`config.mk`:
```
export PLATFORM = sky130hd
export DESIGN_NAME = lpc_drain
export DESIGN_NICKNAME = d
export VERILOG_FILES = /design/src/verilog/lpc_pkg.sv /design/src/verilog/lpc_drain.sv
export VERILOG_INCLUDE_DIRS = /design/src /design/src/include
export SDC_FILE = /design/constraint.sdc
export NUM_CORES = 1
export LEC_CHECK = 0
export ABC_CLOCK_PERIOD_IN_PS = 6600
export BUFFER_PORTS_ARGS = -buffer_cell sky130_fd_sc_hd__buf_4
export CORE_AREA = 2 2 205 207
export CTS_CLUSTER_DIAMETER = 60
export DETAILED_ROUTE_END_ITERATION = 12
export DIE_AREA = 0 0 207 209
export GPL_TIMING_DRIVEN = 0
export PLACE_DENSITY_LB_ADDON = 0.12
export SLEW_MARGIN = 20
export SYNTH_ARGS = -nofsm -noshare
export SYNTH_HDL_FRONTEND = slang
export SYNTH_SLANG_ARGS = --single-unit
export TNS_END_PERCENT = 50
```
`constraint.sdc`:
```
create_clock -name clk -period 6.6 [get_ports clk]
set_input_delay 1.32 -clock clk [delete_from_list [all_inputs] [get_ports clk]]
set_output_delay 1.32 -clock clk [all_outputs]
set_load 0.03 [all_outputs]
```
`src/include/lpc_params.svh`:
```
// LPC recursion sizing
// prediction order, fixed-point widths and fraction bits
`ifndef LPC_PARAMS_SVH
`define LPC_PARAMS_SVH

// prediction order, so r0 to r10 in and a0 to a10 out
`define LPC_ORDER 10

// internal word, two's complement Q31.16
`define FIX_W 48

// fraction bits of the internal word
`define FIX_FRAC 16

// streamed coefficient width, low bits of the internal word
`define LPC_OUT_W 32

`endif
```
`src/verilog/lpc_pkg.sv`:
```
// LPC shared types
// fixed-point words, order index, sequencer states and the Q-format product
`default_nettype none

`include "lpc_params.svh"

package lpc_pkg;

	typedef logic signed [`FIX_W-1:0] fix_t;
	typedef logic signed [`LPC_OUT_W-1:0] lpc_out_t;
	typedef logic [$clog2(`LPC_ORDER+1)-1:0] order_t;

	typedef enum logic [2:0] {IDLE, SUM, DIVIDE, CLAMP, UPDATE, ENERGY, FINISH} ld_state_e;

	// 1.0 in Q31.16
	localparam fix_t FIX_ONE = fix_t'(1 << `FIX_FRAC);

	// full signed product, arithmetic shift by the fraction bits, keep FIX_W bits
	function automatic fix_t fix_mul(input fix_t a, input fix_t b);
		logic signed [2*`FIX_W-1:0] full;
		full = (2*`FIX_W)'(a) * (2*`FIX_W)'(b);
		return full[`FIX_W+`FIX_FRAC-1:`FIX_FRAC];
	endfunction

endpackage

`default_nettype wire

```
`src/verilog/lpc_drain.sv`:
```
// Coefficient output stream
// sends a0 = 1.0 then a1..a10, one per cycle, and pulses doneld after the last
`timescale 1ns/1ps
`default_nettype none

`include "lpc_params.svh"

module lpc_drain (
	input  wire logic          clk,
	input  wire logic          rst,
	input  wire logic          finish,
	input  wire lpc_pkg::fix_t coef [1:`LPC_ORDER],
	output logic               lpc_valid,
	output lpc_pkg::order_t    addr_ld,
	output lpc_pkg::lpc_out_t  in_lpc,
	output logic               doneld,
	output logic               drain_busy
);

	always_ff @(posedge clk or negedge rst)
	begin
		if (!rst)
		begin
			lpc_valid <= 1'b0;
			addr_ld <= '0;
			doneld <= 1'b0;
		end
		else
		begin
			doneld <= 1'b0;
			if (finish)
			begin
				lpc_valid <= 1'b1;
				addr_ld <= '0;
			end
			else if (lpc_valid)
			begin
				if (addr_ld == `LPC_ORDER)
				begin
					lpc_valid <= 1'b0;
					doneld <= 1'b1;
				end
				else
				begin
					addr_ld <= addr_ld + 1'b1;
				end
			end
		end
	end

	// a0 is fixed at one
	always_comb
	begin
		if (addr_ld == '0)
			in_lpc = lpc_pkg::FIX_ONE[`LPC_OUT_W-1:0];
		else
			in_lpc = coef[addr_ld][`LPC_OUT_W-1:0];
	end

	// holds off a new run until doneld has gone out
	assign drain_busy = lpc_valid || doneld;

	a_addr_range: assert property (@(posedge clk) disable iff (!rst)
		lpc_valid |-> (addr_ld <= `LPC_ORDER));

endmodule

`default_nettype wire

```
==> flow_summary.yaml <==
final_layout:
  fin_area_um2: 6300
  area_delta_synth_final_pct: 122
  n_antenna_cell: 0
  drive_gt1_share_pct: 60.4
  nNetsFinal: 1180
setup_path:
  crit_required_ns: 5.28
  arrival_ns: 3.16
  startpoint_type: "register"
  path_class: "register to primary output"
  path_max_fanout: 11
  crit_start: "addr_ld[0]"
  slowest_stage: "or3_1"
  path_common_cell: "buf_6"
  max_stage_delay_ns: 0.47
  crit_chain: "buf_6 > buf_6 > inv_2 > buf_2 > ha_1 > or3_1 > clkbuf_1 > o21ai_0 > buf_4"
  cp-end-kind: "primary output"
  r2r_start: "addr_ld[0]"
flow_run:
  cap_violations: 0
timing:
  tightest_slew_ns: 0.994
  rsz0062_at_grt: "false"
  skew_ns: 0.00111
  drv_slew: 0
  relSlewSlack_pct: 33.7
  hold_viol: 0
  period_share_pct: 67.9
  finalCriticalPeriod_ns: 4.48
  fmax_mhz: 223
  setup_tns_ns: 0
  setup_viol: 0
power:
  p_total_mw: 0.680
  powerDensity_nw_per_um2: 108
  ir_drop_mv: 0.0863
  total_leakage_power_nw: 2.66
yosys:
  yosys-top-cells-count: "mux2i_1 (64), nor2_1 (38), mux4_2 (32)"
  synth_edf_count: 0
  syn_nets: 814
  synth.most_common_cell: "mux2i_1"
  ys_types: 31
  postSynthCellCount: 328
  yosysWarnings: 0
  synth.cell_area_um2: 2840
  post-synth-top-area-cell: "mux4_2"
  synthArstFlopShare_pct: 100
  yosys-top-cells-area: "mux4_2 (25%), mux2i_1 (23%), o2bb2ai_1 (9.6%)"
  synth_ff_type: "dfrtp_1"
  synth_seq_area_share_pct: 5.29
  yosysTopAreaCellShare_pct: 25.4
  synth_seq_cells: 6
  synth_area_per_cell_um2: 8.66
min_path:
  hp-class: "register to register"
  min-delay-start: "addr_ld[2]"
clock_network:
  clk_root_buffer_cell: "clkbuf_16"
  clk_latency_ns: 0.23
  clkSinkCount: 6
  cts_tree: "yes"
  cts_buffer_depth: 2
  postCtsHoldBufs: 0
  ctsResizeCount: 0
  cts_setup_buffers: 0
  numCtsBuffers: 3
  clk_pin_slew_ns: 0.03
  cts_max_level: 1
place:
  placed_area_um2: 6220
  gp_congestion: 0.730
  io_buffers: 361
  dp_hpwl_mm: 20.8
outcome:
  outcome: "complete, no violations"
floorplanning:
  die_h_um: 209
  die_w_um: 207
  core_area_um2: 41300
  top_level_ports: 522
  rows: 75
  start_util_pct: 6.88
  dieArea_um2: 43300
grt:
  grt_overflow: 0
  antenna_found_initial: 2
  grtUsageTotal_pct: 10.8
  grt_pass1_wl_mm: 34.2
  grt_max_degree: 12
  grt_pass1_vias: 4886
drt:
  drc_errors: 0
  drtPass1Iterations: 4
  wl_mm: 24.6
  wl_per_cell_um: 20.0
  first_iter_violations: 155
  vias: 4320
  ant_nets: 0
  routed_via_density: 3.51
==> cells in the final DEF, fill, tap and decap left out, types with 2 or more instances in the layout <==
cell       instances
o21ai_1            9
mux4_2            32
buf_6              2
a21oi_1           31
buf_4            365
ha_1               3
xnor2_1            2
nand2_1            3
o2bb2ai_1         31
clkbuf_16          3
a22oi_1           31
dfrtp_1            6
buf_2             13
mux2i_1           64
nor2b_1            2
clkbuf_1          19
o21ai_0           23
nor2_1            38
inv_1              2
==> cell type report <==
cell class	count	area, um^2
Timing Repair Buffer	361	2710
Buffer	39	193
Clock buffer	3	75.1
Multi-Input combinational cell	280	2490
Inverter	3	11.3
Sequential cell	6	150
Tap cell	539	674
Fill cell	4775	35000
==> logic make-up (layout without fill, tap and decap cells) <==
logic type               after synthesis  after routing  synth area share (%)
multiplexers                          97             97                  48.3
AND/OR/NAND/NOR                       49             49                  7.31
AO/OA/AOI/OAI                        129            129                  30.0
adder cells (fa/ha/maj)                3              3                  1.32
flip-flops                             6              6                  5.29
buffers and inverters                 42            406                  7.18
XOR/XNOR                               2              2                 0.617
==> worst max-delay path: cells and delay by family (launching register included) <==
family / cells / cell delay (ns)
AO/OA/AOI/OAI: 1 / 0.35
adder cells (fa/ha/maj): 1 / 0.24
buffers and inverters: 6 / 1.41
AND/OR/NAND/NOR: 1 / 0.47
flip-flops: 1 / 0.45
==> flip-flops by register name (all words and copies together) (netlist names) <==
| name | flops |
|---|---|
| addr_ld | 4 |
| doneld | 1 |
| lpc_valid | 1 |
==> layer usage <==
metal  GRT usage (%)  vias up  part of all wire (%)
li1                -     2047                     -
met1            12.7     2039                    41
met2            19.9      226                    51
met3            3.29        6                   8.1
met4           0.517        2                  0.19
met5               0        -                 0.053
==> per-stage QoR <==
stage          setup WS [ns]  hold WS, ns  instances  util, %
6_report                2.12        0.659       1231     15.3
5_1_grt                 1.82        0.694       1231     15.3
4_1_cts                 1.89        0.663       1231     15.3
3_5_place_dp            2.13        0.648       1228     15.1
3_3_place_gp            2.15        0.661       1228     15.1
2_1_floorplan           2.64        0.721        328        -
==> report_power, final <==
| part | switching [mW] | total, mW | internal (mW) |
|---|---|---|---|
| logic | 0.271 | 0.543 | 0.272 |
| clock network | 0.0191 | 0.0967 | 0.0776 |
| registers | 0.00249 | 0.0411 | 0.0386 |
==> path summary, 6_finish.rpt <==
path                              endpoint  slack [ns]  depth (start not counted)
worst max-delay path             in_lpc[8]        2.12                          9
worst min-delay path                doneld        0.66                          2
worst max register to register  addr_ld[1]        4.09                          9
worst min register to register      doneld        0.66                          2
max in group asynchronous       addr_ld[1]        5.59                          1
min in group asynchronous       addr_ld[3]        0.90                          1
Note: power is estimated with default switching activity, not from simulation.
