===== config.mk =====
export PLATFORM = sky130hd
export DESIGN_NAME = coef_lane
export DESIGN_NICKNAME = d
export VERILOG_FILES = /design/src/verilog/lpc_pkg.sv /design/src/verilog/coef_lane.sv
export VERILOG_INCLUDE_DIRS = /design/src /design/src/include
export SDC_FILE = /design/constraint.sdc
export NUM_CORES = 2
export LEC_CHECK = 0
export ABC_AREA = 1
export ABC_CLOCK_PERIOD_IN_PS = 4720
export BUFFER_PORTS_ARGS = -buffer_cell sky130_fd_sc_hd__buf_4
export CORE_MARGIN = 5
export CORE_UTILIZATION = 50
export CTS_CLUSTER_SIZE = 10
export DETAILED_ROUTE_END_ITERATION = 10
export GPL_TIMING_DRIVEN = 0
export PLACE_DENSITY = 0.74
export SLEW_MARGIN = 0
export SYNTH_ARGS = -nofsm -noshare
export SYNTH_HDL_FRONTEND = slang
export SYNTH_SLANG_ARGS = --single-unit

===== constraint.sdc =====
create_clock -name clk -period 4.72 [get_ports clk]
set_input_delay 0.236 -clock clk [delete_from_list [all_inputs] [get_ports clk]]
set_output_delay 0.236 -clock clk [all_outputs]
set_load 0.01 [all_outputs]

===== src/include/lpc_params.svh =====
// LPC recursion sizing
// prediction order, fixed-point widths and fraction bits
`ifndef LPC_PARAMS_SVH
`define LPC_PARAMS_SVH

// prediction order, so r0 to r10 in and a0 to a10 out
`define LPC_ORDER 10

// internal word, two's complement Q31.16
`define FIX_W 48

// fraction bits of the internal word
`define FIX_FRAC 16

// streamed coefficient width, low bits of the internal word
`define LPC_OUT_W 32

`endif

===== src/verilog/lpc_pkg.sv =====
// LPC shared types
// fixed-point words, order index, sequencer states and the Q-format product
`default_nettype none

`include "lpc_params.svh"

package lpc_pkg;

	typedef logic signed [`FIX_W-1:0] fix_t;
	typedef logic signed [`LPC_OUT_W-1:0] lpc_out_t;
	typedef logic [$clog2(`LPC_ORDER+1)-1:0] order_t;

	typedef enum logic [2:0] {IDLE, SUM, DIVIDE, CLAMP, UPDATE, ENERGY, FINISH} ld_state_e;

	// 1.0 in Q31.16
	localparam fix_t FIX_ONE = fix_t'(1 << `FIX_FRAC);

	// full signed product, arithmetic shift by the fraction bits, keep FIX_W bits
	function automatic fix_t fix_mul(input fix_t a, input fix_t b);
		logic signed [2*`FIX_W-1:0] full;
		full = (2*`FIX_W)'(a) * (2*`FIX_W)'(b);
		return full[`FIX_W+`FIX_FRAC-1:`FIX_FRAC];
	endfunction

endpackage

`default_nettype wire


===== src/verilog/coef_lane.sv =====
// Predictor coefficient lane
// holds a_j and applies the per-order update a_j += k * a_(i-j)
`timescale 1ns/1ps
`default_nettype none

`include "lpc_params.svh"

module coef_lane #(
	parameter int lane = 1
) (
	input  wire logic            clk,
	input  wire logic            rst,
	input  wire logic            clear,
	input  wire logic            step,
	input  wire lpc_pkg::order_t order_i,
	input  wire lpc_pkg::fix_t   k,
	input  wire lpc_pkg::fix_t   partner,
	output lpc_pkg::fix_t        coef
);

	localparam lpc_pkg::order_t IDX = lpc_pkg::order_t'(lane);

	always_ff @(posedge clk or negedge rst)
	begin
		if (!rst)
			coef <= '0;
		else if (clear)
			coef <= '0;
		else if (step)
		begin
			if (IDX < order_i)
				coef <= coef + lpc_pkg::fix_mul(k, partner);
			// newest coefficient of this order is k itself
			else if (IDX == order_i)
				coef <= k;
		end
	end

	// orders run from 1 up
	a_step_order: assert property (@(posedge clk) disable iff (!rst)
		step |-> (order_i != '0) && (order_i <= `LPC_ORDER));

endmodule

`default_nettype wire


==> impl_metrics.csv <==
group,metric,value,unit
cts,worstSkewPairLatency,0.32,ns
floorplanning,die_h,366,um
logic_synthesis,synth_area_per_cell,7.77,um^2
drt,dr_total_vias,57872,
timing,fin_skew,0.0101,ns
logic_synthesis,ys_seq_area_frac,0.0189,
finish,largest_reg_flops,48,
drt,drt-pass1-iter-count,6,
cts,cts_sinks,48,
placed_design,place.gp.congestion,1.12,
timing,relSlewSlack,0.316,
drt,drc,0,
cts,h-tree-depth,2,
logic_synthesis,synthFlopType,"dfrtp_1",
run_status,status,"finished, violations left",
timing,period_needed,9.14,ns
timing,timing.fmax,0.109,GHz
finish,nNetsFinal,10726,
critical_path,crit_path_end_kind,"flop",
drt,dr.first_iter.drc_count,7098,
cts,cts_tree,"yes",
drt,totalWireLength,316000,um
drt,avgViaCountPerCell,5.62,
logic_synthesis,synth_fa_ha_area_frac,0.591,
logic_synthesis,synth_xor_xnor_area_share,0.0135,
logic_synthesis,syn_area,0.0634,mm^2
cts,clk_pin_slew,0.08,ns
cts,cts_made_buffers,5,
floorplanning,dieArea,0.134,mm^2
global_route,antenna_found_initial,25,
critical_path,slowest_delay,0.74,ns
global_route,grt_pass1_vias,59257,
floorplanning,die_x,366,um
logic_synthesis,synth_compound_area_frac,0.0385,
finish,drive_above_1_share,0.193,
logic_synthesis,ys_ff_latch,48,
placed_design,place_inst,9920,
timing,finalHoldViolCount,0,
critical_path,crit_slowest_cell,"fa_2",
global_route,overflow,0,
logic_synthesis,synth_top_family_by_area,"adder cells",
drt,wl_per_cell,30.6,um
cts,ctsRootBufferMaster,"clkbuf_16",
global_route,grt_max_degree,49,
floorplanning,initial_core_util,0.504,
placed_design,port-buffer-count,108,
global_route,grt_pass1_wl,433000,um
critical_path,cp.required,4.93,ns
logic_synthesis,synthCells,8160,
finish,top_register,"coef",
logic_synthesis,yosys.area_share.simple,0.156,
timing,drv_slew,0,
floorplanning,ios,152,
drt,ant_nets,0,
floorplanning,rows,130,
placed_design,dpl.hpwl,256000,um
logic_synthesis,yosysUniqueCellTypes,56,
timing,fin_crit_sh,1.94,
finish,reg_top3,"coef: 48 flops",
global_route,grt_usage,0.462,
run,cap_violations,0,
timing,rsz0062_at_grt,"yes",
timing,setup_violations,48,
critical_path,worstPathArrival,9.35,ns
run_status,violations,"setup timing",
critical_path,critical_path.most_common_cell,"fa_1",
cts,cts.path.max_buffers,2,
logic_synthesis,syn_nets,10254,
timing,holdWs,0.283,ns
timing,finalWorstSetupSlack,-4.42,ns
logic_synthesis,synth_warnings,0,
critical_path,setup.worst_path.start_class,"primary input",
worst_hold_path,hold_class,"primary input to flop",
logic_synthesis,synth.area.mux_share,0,
critical_path,crit_fanout,5,
finish,nFillCells,10887,
floorplanning,core_area,0.126,mm^2
logic_synthesis,async_reset_ff_frac,1.00,
finish,instances_no_fill,10299,
finish,synthToLayoutAreaGrowth,23.5,%
timing,tightest_slew,1.03,ns
logic_synthesis,synth-edff-count,0,
critical_path,critical_path_class,"primary input to flop",
[synthesized netlist by cell type (12+ instances only)]
cell type	instances	area (um^2)
xor2_1	60	526
o21ai_1	12	60.1
fa_1	1677	33600
buf_1	120	450
a31oi_1	16	100
o21a_1	14	105
nand3_1	86	430
clkbuf_1	244	916
a21o_1	16	120
buf_2	28	140
nand2_1	2198	8250
nor2_1	204	766
inv_1	2639	9910
dfrtp_1	48	1200
nand4_1	17	106
o21ai_0	147	736
xnor2_1	32	280
ha_1	313	3920
a21oi_1	163	816
[through the flow]
stage | worst slack [ns] | util | setup TNS [ns] | instance area [um^2]
2_1_floorplan | -3.35 | - | -132.91 | 65400
3_3_place_gp | -6.51 | 0.542 | -256.47 | 68300
3_5_place_dp | -6.25 | 0.543 | -245.17 | 68400
4_1_cts | -4.21 | 0.597 | -167.17 | 75200
5_1_grt | -4.53 | 0.622 | -183.68 | 78300
6_report | -4.42 | 0.622 | -175.67 | 78300
[worst paths after layout]
check / start / endpoint / slack [ns] / cells after the start
worst max-delay path: k[13] / coef[39]$_DFFE_PN0P_ / -4.42 / 41
worst min-delay path: k[15] / coef[15]$_DFFE_PN0P_ / 0.28 / 3
worst max register to register: coef[0]$_DFFE_PN0P_ / coef[46]$_DFFE_PN0P_ / 1.93 / 15
worst min register to register: coef[6]$_DFFE_PN0P_ / coef[6]$_DFFE_PN0P_ / 0.55 / 2
max in group asynchronous: rst / coef[43]$_DFFE_PN0P_ / 3.67 / 2
min in group asynchronous: rst / coef[26]$_DFFE_PN0P_ / 0.55 / 2
[timing repair]
item,CTS,global route
pin swaps,299,248
endpoints found under the setup margin,48,48
hold buffers,1,0
cloned,5,9
buffers inserted,216,141
gates resized for setup,1166,475
hold endpoints to repair,11,0
[placed cells by master (no fill, tap or decap), types with 17 or more instances in the layout]
cell and instances:
nand2_4 56, clkbuf_16 60, clkbuf_2 37, o21ai_2 28, buf_6 105, clkbuf_8 50, a21oi_2 47, buf_12 69
nand3_1 66, buf_2 25, xor2_2 18, o21ai_0 66, buf_4 389, inv_1 2544, nand2_2 90, buf_8 49
a21oi_4 54, nor2_4 44, a21oi_1 71, ha_4 81, clkbuf_1 20, buf_16 30, inv_2 97, clkbuf_4 38
fa_2 139, nor2_2 33, fa_1 1538, xor2_1 34, nand2_1 2059, nand4_1 17, ha_1 225, o21ai_4 18
xnor2_1 19, o21ai_1 56, nor2_1 133, dfrtp_1 48
[kinds of logic (layout without fill, tap and decap cells)]
| kind of cell | count (synthesis) | count (layout) |
|---|---|---|
| buffers and inverters | 3048 | 3521 |
| and+or+nand+nor | 2561 | 2561 |
| adders and majority gates | 1990 | 1990 |
| AOI/OAI and AO/OA | 418 | 418 |
| xor gates and xnor gates | 95 | 95 |
| DFF | 48 | 48 |
| other | 0 | 16 |
[worst max-delay path: cells and delay by family]
kind / cells / cell delay, ns
AO/OA/AOI/OAI: 10 / 1.48
AND/OR/NAND/NOR: 5 / 0.56
buffers and inverters: 13 / 1.28
adder cells (fa/ha/maj): 11 / 5.42
XOR/XNOR: 2 / 0.31
[area by class of cell]
type,instances,area [um^2],area share
multi-input cells,5064,55100,0.704
inverters,2644,9930,0.127
plain buffers,388,5080,0.0648
repair buffers,481,4740,0.0605
well taps,1650,2060,0.0264
flip-flops and latches,48,1200,0.0153
clock buffers,6,139,0.00177
diodes,16,40.0,0.000511
clock inverters,2,15.0,0.000192
[layer usage]
metal  vias to the layer above  global-route usage  part of all wire
met5                         -                   0            0.0012
met4                        14               0.358              0.11
met3                      1092               0.165              0.14
met2                      4175               0.650              0.40
met1                     29128               0.577              0.35
li1                      23463                   -                 -
Power is left out: the tool's default activity adds up to more than one toggle a clock period on the data nets, which glitch-free logic cannot reach.
