### src/include/lpc_params.svh
// LPC recursion sizing
// prediction order, fixed-point widths and fraction bits
`ifndef LPC_PARAMS_SVH
`define LPC_PARAMS_SVH

// prediction order, so r0 to r10 in and a0 to a10 out
`define LPC_ORDER 10

// internal word, two's complement Q31.16
`define FIX_W 48

// fraction bits of the internal word
`define FIX_FRAC 16

// streamed coefficient width, low bits of the internal word
`define LPC_OUT_W 32

`endif
### src/verilog/lpc_pkg.sv
// LPC shared types
// fixed-point words, order index, sequencer states and the Q-format product
`default_nettype none

`include "lpc_params.svh"

package lpc_pkg;

	typedef logic signed [`FIX_W-1:0] fix_t;
	typedef logic signed [`LPC_OUT_W-1:0] lpc_out_t;
	typedef logic [$clog2(`LPC_ORDER+1)-1:0] order_t;

	typedef enum logic [2:0] {IDLE, SUM, DIVIDE, CLAMP, UPDATE, ENERGY, FINISH} ld_state_e;

	// 1.0 in Q31.16
	localparam fix_t FIX_ONE = fix_t'(1 << `FIX_FRAC);

	// full signed product, arithmetic shift by the fraction bits, keep FIX_W bits
	function automatic fix_t fix_mul(input fix_t a, input fix_t b);
		logic signed [2*`FIX_W-1:0] full;
		full = (2*`FIX_W)'(a) * (2*`FIX_W)'(b);
		return full[`FIX_W+`FIX_FRAC-1:`FIX_FRAC];
	endfunction

endpackage

`default_nettype wire

### src/verilog/fix_divider.sv
// Reflection coefficient divider
// restoring division of |num|*2^16 by |den|, one quotient bit per cycle, sign applied last
`timescale 1ns/1ps
`default_nettype none

`include "lpc_params.svh"

module fix_divider (
	input  wire logic          clk,
	input  wire logic          rst,
	input  wire logic          div_start,
	input  wire lpc_pkg::fix_t div_num,
	input  wire lpc_pkg::fix_t div_den,
	output lpc_pkg::fix_t      div_quot,
	output logic               div_done
);

	// one step per dividend bit
	localparam logic [6:0] LAST = 7'(`FIX_W + `FIX_FRAC - 1);

	logic busy;
	logic [6:0] cnt;
	logic neg;
	logic den_zero;
	logic [`FIX_W-1:0] num_mag;
	logic [`FIX_W-1:0] den_mag;
	logic [`FIX_W:0] rem;
	logic [`FIX_W:0] rem_sh;
	logic [`FIX_W:0] trial;
	logic [`FIX_W:0] rem_nx;
	logic [`FIX_W+`FIX_FRAC-1:0] quo;
	logic [`FIX_W+`FIX_FRAC-1:0] quo_nx;
	logic fits;

	assign num_mag = div_num[`FIX_W-1] ? -div_num : div_num;

	// -----------------------------------------------------------------
	// one restoring step
	// -----------------------------------------------------------------
	always_comb
	begin
		rem_sh = {rem[`FIX_W-1:0], quo[`FIX_W+`FIX_FRAC-1]};
		trial = rem_sh - {1'b0, den_mag};
		fits = !trial[`FIX_W];
		rem_nx = fits ? trial : rem_sh;
		quo_nx = {quo[`FIX_W+`FIX_FRAC-2:0], fits};
	end

	always_ff @(posedge clk or negedge rst)
	begin
		if (!rst)
		begin
			busy <= 1'b0;
			cnt <= '0;
			div_done <= 1'b0;
		end
		else
		begin
			div_done <= 1'b0;
			if (div_start)
			begin
				busy <= 1'b1;
				cnt <= '0;
			end
			else if (busy)
			begin
				if (cnt == LAST)
				begin
					busy <= 1'b0;
					div_done <= 1'b1;
				end
				else
				begin
					cnt <= cnt + 7'd1;
				end
			end
		end
	end

	always_ff @(posedge clk)
	begin
		if (div_start)
		begin
			rem <= '0;
			quo <= {num_mag, `FIX_FRAC'(0)};
			den_mag <= div_den[`FIX_W-1] ? -div_den : div_den;
			neg <= div_num[`FIX_W-1] ^ div_den[`FIX_W-1];
			den_zero <= (div_den == '0);
		end
		else if (busy)
		begin
			rem <= rem_nx;
			quo <= quo_nx;
			if (cnt == LAST)
			begin
				// divide by zero gives zero
				if (den_zero)
					div_quot <= '0;
				else if (neg)
					div_quot <= -lpc_pkg::fix_t'(quo_nx[`FIX_W-1:0]);
				else
					div_quot <= lpc_pkg::fix_t'(quo_nx[`FIX_W-1:0]);
			end
		end
	end

	// the sequencer waits for div_done before the next order's divide
	a_no_start_busy: assert property (@(posedge clk) disable iff (!rst)
		div_start |-> !busy);

endmodule

`default_nettype wire

### config.mk
export PLATFORM = sky130hd
export DESIGN_NAME = fix_divider
export DESIGN_NICKNAME = d
export VERILOG_FILES = /design/src/verilog/lpc_pkg.sv /design/src/verilog/fix_divider.sv
export VERILOG_INCLUDE_DIRS = /design/src /design/src/include
export SDC_FILE = /design/constraint.sdc
export NUM_CORES = 1
export LEC_CHECK = 0
export BUFFER_PORTS_ARGS = -buffer_cell sky130_fd_sc_hd__buf_2
export CAP_MARGIN = 25
export CELL_PAD_IN_SITES_DETAIL_PLACEMENT = 1
export CELL_PAD_IN_SITES_GLOBAL_PLACEMENT = 2
export CORE_ASPECT_RATIO = 0.75
export CORE_MARGIN = 2
export CORE_UTILIZATION = 38
export CTS_CLUSTER_DIAMETER = 100
export DETAILED_ROUTE_END_ITERATION = 12
export PLACE_DENSITY_LB_ADDON = 0.1
export SYNTH_ARGS = -nofsm -noshare
export SYNTH_HDL_FRONTEND = slang
export SYNTH_SLANG_ARGS = --single-unit
### constraint.sdc
create_clock -name clk -period 6 [get_ports clk]
set_clock_uncertainty 0.15 [all_clocks]
set_input_delay 0.6 -clock clk [delete_from_list [all_inputs] [get_ports clk]]
set_output_delay 0.6 -clock clk [all_outputs]
set_load 0.01 [all_outputs]
==> results.json <==
{
  "drv_slew": 0,
  "synth_compound_area_share_pct": 19.96,
  "hpwl_um": 31020,
  "antenna_found_initial": 2,
  "clk_latency_ns": 0.55,
  "cap_viol_max_count": 0,
  "seq_area_um2": 5892,
  "cp-start-kind": "flop",
  "slew_headroom_pct": 33.27,
  "yosysTopAreaCell": "edfxtp_1",
  "period_share_pct": 88.55,
  "grt_max_degree": 93,
  "hold_depth": 1,
  "leakage_nw": 6.407,
  "drtAntennaViolNets": 0,
  "synth_area_um2": 13920,
  "area_growth_pct": 14.16,
  "chipHeight_um": 169.7,
  "viasPerCell": 5.574,
  "die-area_um2": 38190,
  "power_mw": 3.792,
  "antenna_cells": 0,
  "routed_wl_um": 42100,
  "synthArstFlopShare_pct": 4.110,
  "synth_edf_count": 146,
  "synth_cell_type_count": 58,
  "fillers": 4143,
  "cts_tree": "done",
  "grt_pass1_vias": 11360,
  "row_count": 60,
  "overflow": 0,
  "synth_flop_cell": "edfxtp_1",
  "numCtsBuffers": 25,
  "ys_seq_area_share_pct": 42.32,
  "firstDrtPassIters": 5,
  "syn_nets": 1644,
  "clockBufferDepth": 3,
  "setup_tns_ns": 0,
  "drc_errors": 0,
  "wl_per_cell_um": 20.21,
  "die_w_um": 225.0,
  "multi_input_area_um2": 7493,
  "critPathArrivalTime_ns": 5.44,
  "end_kind": "flop",
  "synth_common_cells": "150 x nor2_1, 146 x edfxtp_1, 121 x nand2_1, 113 x xnor2_1, 104 x o21ai_0",
  "worstMarginPinSlew_ns": 1.001,
  "num_io_pins": 148,
  "ir_worst_vdd_v": 0.0002100,
  "port_buffers": 147,
  "hold_viol_final": 0,
  "period_needed_ns": 5.313,
  "grt_pass1_wl_um": 66270,
  "avgSynthCellArea_um2": 9.329,
  "initial_utilization_pct": 38.71,
  "synthAdderAreaFrac_pct": 4.818,
  "clock_sinks": 219,
  "clk_pin_slew_ns": 0.06,
  "root_buffer": "clkbuf_16",
  "drt_iter0_drc": 767,
  "synth_top_area_share_pct": 31.50,
  "ctsResizeCount": 0,
  "path_class": "flop to flop",
  "synth-simple-area-share_pct": 15.31,
  "min_path_type": "input pin to flop",
  "drive_gt1_share_pct": 13.60,
  "yosys.area_share.xor_xnor_pct": 11.64,
  "status": "finished, final reports clean",
  "powerDensity_nw_per_um2": 238.7,
  "crit_fanout": 8,
  "coreArea_um2": 35960,
  "required_ns": 6.13,
  "synth_top_family_by_area": "compound AO/OA/AOI/OAI gates",
  "synthTopCellsByArea": "edfxtp_1 31%, dfxtp_1 9.2%, xnor2_1 7.1%, ha_1 4.7%, xor2_1 4.5%",
  "finalSetupViolCount": 0,
  "synth_most_common_cell": "nor2_1",
  "track_usage_pct": 21.87,
  "synth_mux_area_share_pct": 1.879,
  "ys.warnings.count": 0,
  "reg2regPathDepth": 18,
  "num-nets-final": 1751,
  "rsz0062_at_grt": "no",
  "synthCells": 1492,
  "vias": 11610,
  "fmax_ghz": 0.1882,
  "htreeDepth": 1,
  "synth-seq-cells": 219,
  "gp_congestion": 0.8469
}
what timing repair did:
action                    in CTS  in global routing
hold endpoints to repair       9                  0
hold buffers                   1                  0
setup buffers                  0                  0
flip-flops by register name (all words and copies together), names as in the netlist, 7 cells and up:
| register | cells |
|---|---|
| cnt | 7 |
| den_mag | 48 |
| div_quot | 48 |
| quo | 64 |
| rem | 48 |
cell families after synthesis:
| kind of cell | after synthesis |
|---|---|
| and+or+nand+nor | 444 |
| AOI/OAI and AO/OA | 414 |
| DFF | 219 |
| xor gates and xnor gates | 185 |
| buffers and inverters | 151 |
| adders and majority gates | 53 |
| muxes | 26 |
critical path, stage by stage (launching register included):
cell and delay, ns:
edfxtp_1 0.34, inv_1 0.05, ha_1 0.44, nand2_1 0.18, or3_1 0.45, or4_1 0.46
o21a_1 0.25, o311ai_4 0.29, ha_1 0.27, nand2b_1 0.10, nand2b_1 0.19, nand2b_1 0.25
nor3_1 0.35, nand2_1 0.18, or2_2 0.40, nand2b_1 0.19, o41ai_1 0.30, xor2_1 0.17
nor2_1 0.05
layout make-up:
class | count | share of cell area (%)
clock buffer | 34 | 4.339
clock inverter | 12 | 0.5591
inverter | 67 | 1.583
multi-input combinational | 1122 | 47.16
sequential | 219 | 37.08
tap | 465 | 3.662
timing repair buffer | 164 | 5.615
cells in the final DEF, fill, tap and decap left out, types with 21 or more instances in the layout:
| master | n |
|---|---|
| nand2b_1 | 25 |
| ha_1 | 52 |
| o31ai_1 | 51 |
| clkbuf_16 | 25 |
| buf_2 | 146 |
| nand2_1 | 121 |
| xor2_1 | 72 |
| dfxtp_1 | 64 |
| xnor2_1 | 113 |
| or3_1 | 23 |
| edfxtp_1 | 146 |
| or4_1 | 21 |
| a21oi_1 | 74 |
| mux2i_1 | 25 |
| a21o_1 | 21 |
| o21ai_0 | 104 |
| a22o_1 | 54 |
| nor2_1 | 148 |
| inv_1 | 66 |
final timing paths:
check	slack [ns]	startpoint	to
hold / removal	0.17	div_den[0]	den_mag[0]$_DFFE_PP_
setup reg to reg	0.69	den_mag[39]$_DFFE_PP_	div_quot[46]$_SDFFCE_PP0P_
max in group asynchronous	5.20	rst	busy$_DFF_PN0_
min in group asynchronous	0.29	rst	cnt[4]$_DFFE_PN0P_
setup / recovery	0.69	den_mag[39]$_DFFE_PP_	div_quot[46]$_SDFFCE_PP0P_
hold reg to reg	0.34	rem[42]$_SDFFE_PP0P_	rem[42]$_SDFFE_PP0P_
power by group:
group | internal, mW | leakage, nW | switching, mW
Clock | 0.846 | 0.379 | 0.645
Combinational | 0.214 | 3.94 | 0.315
Sequential | 1.71 | 2.09 | 0.0633
Total | 2.77 | 6.41 | 1.02
routing by layer:
metal  wire [um]  track usage (%)  share of wire (%)  vias up
met2       16700            30.82                 40      199
li1            -                -                  -     5675
met5          24                0              0.057        -
met4         660            4.117                1.6        4
met1       23020            34.97                 55     5688
met3        1699            3.082                4.0       44
per-stage QoR:
step | cells | hold slack [ns] | area, um2 | utilization, % | setup WS (ns)
2_1_floorplan | 1492 | 0.1544 | 13920 | - | 0.6425
3_3_place_gp | 2035 | 0.3181 | 15070 | 41.92 | 0.8302
3_5_place_dp | 2035 | 0.3179 | 15070 | 41.92 | 0.6593
4_1_cts | 2082 | 0.1411 | 15860 | 44.11 | 0.6629
5_1_grt | 2083 | 0.1729 | 15890 | 44.19 | 0.2262
6_report | 2083 | 0.1684 | 15890 | 44.19 | 0.6869
Note: power is estimated with default switching activity, not from simulation.
